$ cat config.mk
export PLATFORM = sky130hd
export DESIGN_NAME = dcache_write_path
export DESIGN_NICKNAME = d
export VERILOG_FILES = /design/src/verilog/l1_dcache_pkg.sv /design/src/verilog/dcache_write_path.sv
export SDC_FILE = /design/constraint.sdc
export NUM_CORES = 1
export LEC_CHECK = 0
export ABC_AREA = 1
export ABC_CLOCK_PERIOD_IN_PS = 1250
export BUFFER_PORTS_ARGS = -buffer_cell sky130_fd_sc_hd__buf_2
export CAP_MARGIN = 10
export CORE_AREA = 2 2 463 465
export DETAILED_ROUTE_END_ITERATION = 10
export DIE_AREA = 0 0 465 467
export SETUP_SLACK_MARGIN = 0.5
export SLEW_MARGIN = 10
export SYNTH_ARGS = -nofsm -noshare
export SYNTH_HDL_FRONTEND = slang
export SYNTH_SLANG_ARGS = --single-unit
$ cat constraint.sdc
create_clock -name vclk -period 1.25
set_clock_uncertainty 0.05 [all_clocks]
set_input_delay 0.125 -clock vclk [all_inputs]
set_output_delay 0.125 -clock vclk [all_outputs]
set_load 0.01 [all_outputs]
$ cat src/verilog/l1_dcache_pkg.sv
`default_nettype none

package l1_dcache_pkg;

	// Address layout  tag | set | word | byte
	localparam int addr_w     = 32;		// Byte address
	localparam int tag_w      = 22;		// Tag field
	localparam int set_w      = 4;		// Set index field
	localparam int word_sel_w = 4;		// Word in line
	localparam int tag_lsb    = 10;		// Tag starts here
	localparam int set_lsb    = 6;		// Set starts here
	localparam int word_lsb   = 2;		// Word index starts here

	// Geometry
	localparam int ways       = 4;		// Associativity
	localparam int way_w      = 2;		// Way number width
	localparam int sets       = 16;		// Lines per way
	localparam int line_w     = 512;	// Line in bits
	localparam int line_bytes = 64;		// Line in bytes, one enable each
	localparam int word_w     = 32;		// CPU word

	// Recency status per line
	localparam int stat_w = 2;
	localparam logic [stat_w-1:0] stat_invalid = 2'd0;	// Empty line
	localparam logic [stat_w-1:0] stat_newest  = 2'd3;	// Just filled or hit

	// Operation taken by the tag store in a cycle
	typedef enum logic [1:0] {
		op_idle,		// Nothing written
		op_upload,		// Masked word into a present line
		op_fill,		// Whole line from below
		op_read_hit		// Recency update only
	} cache_op_e;

endpackage

`default_nettype wire
$ cat src/verilog/dcache_write_path.sv
`default_nettype none

module dcache_write_path
	import l1_dcache_pkg::*;
(
	input  wire cache_op_e               op,
	input  wire logic [way_w-1:0]        up_way,
	input  wire logic [way_w-1:0]        fill_way,
	input  wire logic                    iUP_REQ,
	input  wire logic                    iWR_REQ,
	input  wire logic [addr_w-1:0]       up_addr,
	input  wire logic [word_w/8-1:0]     up_mask,
	input  wire logic [word_w-1:0]       up_data,
	input  wire logic [addr_w-1:0]       wr_addr,
	input  wire logic [line_w-1:0]       wr_line,
	output logic                         oWR_BUSY,
	output logic                         oUP_BUSY,
	output logic      [ways-1:0]         way_we,
	output logic      [set_w-1:0]        wr_set,
	output logic      [line_bytes-1:0]   wr_byte_en,
	output logic      [line_w-1:0]       wr_line_out
);

	logic                  is_up;		// Upload owns the RAM port
	logic [word_sel_w-1:0] up_word;		// Word slot inside the line

	assign is_up   = (op == op_upload);
	assign up_word = up_addr[set_lsb-1:word_lsb];

	// Upload blocks fill and the other way round
	assign oWR_BUSY = iUP_REQ;
	assign oUP_BUSY = iWR_REQ;

	assign wr_set = is_up ? up_addr[tag_lsb-1:set_lsb] : wr_addr[tag_lsb-1:set_lsb];

	// Four byte enables moved to the word slot
	assign wr_byte_en = is_up ? (line_bytes'(up_mask) << (up_word * (word_w / 8)))
		: {line_bytes{1'b1}};

	// Word copied to every slot, enables pick one
	assign wr_line_out = is_up ? {(line_w / word_w){up_data}} : wr_line;

	always_comb begin
		for (int w = 0; w < ways; w++) begin
			way_we[w] = (is_up && up_way == way_w'(w))
				|| (op == op_fill && fill_way == way_w'(w));	// Only chosen way
		end
	end

endmodule

`default_nettype wire

==> metrics.md <==
| Metric | Value |
|---|---|
| Cts hold-fix bufs | `0` |
| Remaining antenna violation count | `0` |
| Initial antenna violation count | `330` |
| VDD IR-drop max | `0.178 mV` |
| Slew @ Worst Pin | `544 ps` |
| Slew headroom | `~64%` |
| Compound-gate portion of the synthesized area | `less than 1%` |
| Worst Setup Slack, final | `-512 ps` |
| MaxCap Viol Count | `0` |
| Simple-Gate Fraction of Synth Area | `between 80% and 90%` |
| Pwr Density | `535 nW/um^2` |
| Layout clock buffer count | `0` |
| Nets | `3199` |
| Drt wl/cell | `42.6 um` |
| Area Overhead vs Synth | `295%` |
| Sequential area share after synthesis | `0%` |
| Most common cell after layout, fill and taps aside | `buf_2` |
| Adder-cell share of the synthesized area | `0%` |
| Core area | `between 200000 and 250000 sq um` |
| Period utilisation layout | `141%` |
| RePlAce Congestion | `between 0.9 and 1` |
| # port buffers | `1150` |
| Vias post-DR | `15800` |
| Run status | `finished with violations` |
| Synth cell types | `11` |
| Critical path type | `in2out` |
| Vias per cell | `about 2.9` |
| DRC viols | `0` |
| Tot Pwr | `11400 uW` |
| Ys Warns | `0` |
| RSZ-0062 raised after global routing | `true` |
| All-layer global routing usage | `a little over 20%` |
| Period minus WS final | `1760 ps` |
| GR Overflow Total | `0` |
| HPWL after DPL | `around 200000 um` |
| Vias in the first global route | `14200` |
| Required @ worst endpoint | `1080 ps` |
| CP Launch Type | `input pin` |
| Crit end category | `primary output` |
| Initial Util | `2.54%` |
| Largest net degree at the start of global routing | `50` |
| Pleak | `around 0.011 uW` |
| Die width | `465 um` |
| Violated checks | `negative setup slack` |
| Fin util | `10.0%` |
| Die footprint | `217000 sq um` |
| Syn nets | `1979` |
| 1st-pass router iterations | `5` |
| Arrival @ worst endpoint | `1590 ps` |
| FFs & Latches | `0` |
| Post-synthesis mux area share | `0%` |
| Final slew viol count | `0` |
| Layout cells sized above 1 | `65.4%` |
| Largest family of logic cells by synthesized area | `simple AND/OR/NAND/NOR gates` |
| Global-route wire length before repair | `259000 um` |
| Tightest Hold Check Type | `in2out` |
| Rows | `around 170` |
| Final WL | `234000 um` |
| Height of the die | `around 470 um` |
| Final hold violations | `0` |
| Fmax | `567 MHz` |
| Post-synthesis xor/xnor area fraction | `0%` |
| Final setup fails | `584` |
| Syn Inst Count | `1359` |
| Worst-path maximum fanout | `45` |
| Avg Cell Area, Syn | `3.95 sq um` |
| Mapped Area | `5370 sq um` |
| IO Pins | `1206` |
| Initial DRC Count | `around 1100` |
| Seq. cell area | `0 sq um` |
| Commonest non-fill, non-tap cells in the layout | `buf_2 (902), nand2_1 (808), nand2_2 (216), buf_6 (135), buf_12 (110)` |
==> final timing paths <==
path | slack (ps) | start | cells past startpoint | endpoint
worst max-delay path | -510 | op[0] | 10 | wr_line_out[402]
worst min-delay path | 200 | iWR_REQ | 0 | oUP_BUSY
==> through the flow <==
step	area (sq um)	cells	setup WS (ps)	TNS, ps	hold slack (ps)
after floorplan	6010	1359	185	0	290
after global placement	16600	5319	-1120	-236030	200
after detailed placement	16600	5319	-1110	-240740	200
after CTS	19600	5387	-480	-205000	200
after global routing	21100	5450	-500	-219180	200
final	21200	5482	-512	-193550	200
==> metal layers <==
layer / GRT usage, % / routed length [um] / vias to the layer above
met1: 22.4 / 87800 / 7091
met3: 15.2 / 39400 / 563
li1: - / - / 6653
met4: 4.63 / 9680 / 132
met5: 0.725 / 1050 / -
met2: 30.6 / 95700 / 1367
==> worst max-delay path, stage by stage <==
cell     delay [ps]
buf_8            80
inv_6            30
nor2_4          150
buf_12          170
buf_12          160
inv_16           70
buf_16          170
nand2_2         170
nand2_2         110
buf_6           140
==> repair_timing <==
item                                    CTS  global route
cloned                                   31             8
setup buffers                            37             3
pin swaps                                30            25
endpoints found under the setup margin  584           584
gates resized for setup                 490           398
==> where the power goes <==
| group | total, uW | internal (uW) | switching, uW |
|---|---|---|---|
| Clock | 0.00840 | 0.00839 | 0 |
| Combinational | 11400 | 4270 | 7080 |
| Sequential | 0 | 0 | 0 |
==> cell type report <==
class / instances / area (sq um)
Tap cell: 2821 / 3530
Timing Repair Buffer: 1336 / 11000
Fill cell: 25100 / 190000
Timing Repair inverter: 3 / 48.8
Inverter: 14 / 73.8
Multi-Input combinational cell: 1224 / 6340
Antenna cell: 84 / 210
==> cell usage after synthesis <==
cell / instances / area (sq um)
nand2_1: 1138 / 4270
buf_2: 88 / 440
nand3_1: 36 / 180
nand4_1: 32 / 200
clkbuf_1: 28 / 105
inv_1: 13 / 48.8
nor2_1: 13 / 48.8
buf_4: 5 / 37.5
o21ai_0: 4 / 20.0
inv_2: 1 / 3.75
nor2_4: 1 / 11.3
==> kinds of logic after synthesis <==
family	Yosys count
AOI/OAI and AO/OA	4
buffers and inverters	135
and+or+nand+nor	1220
Power figures use the tool's default switching activity.
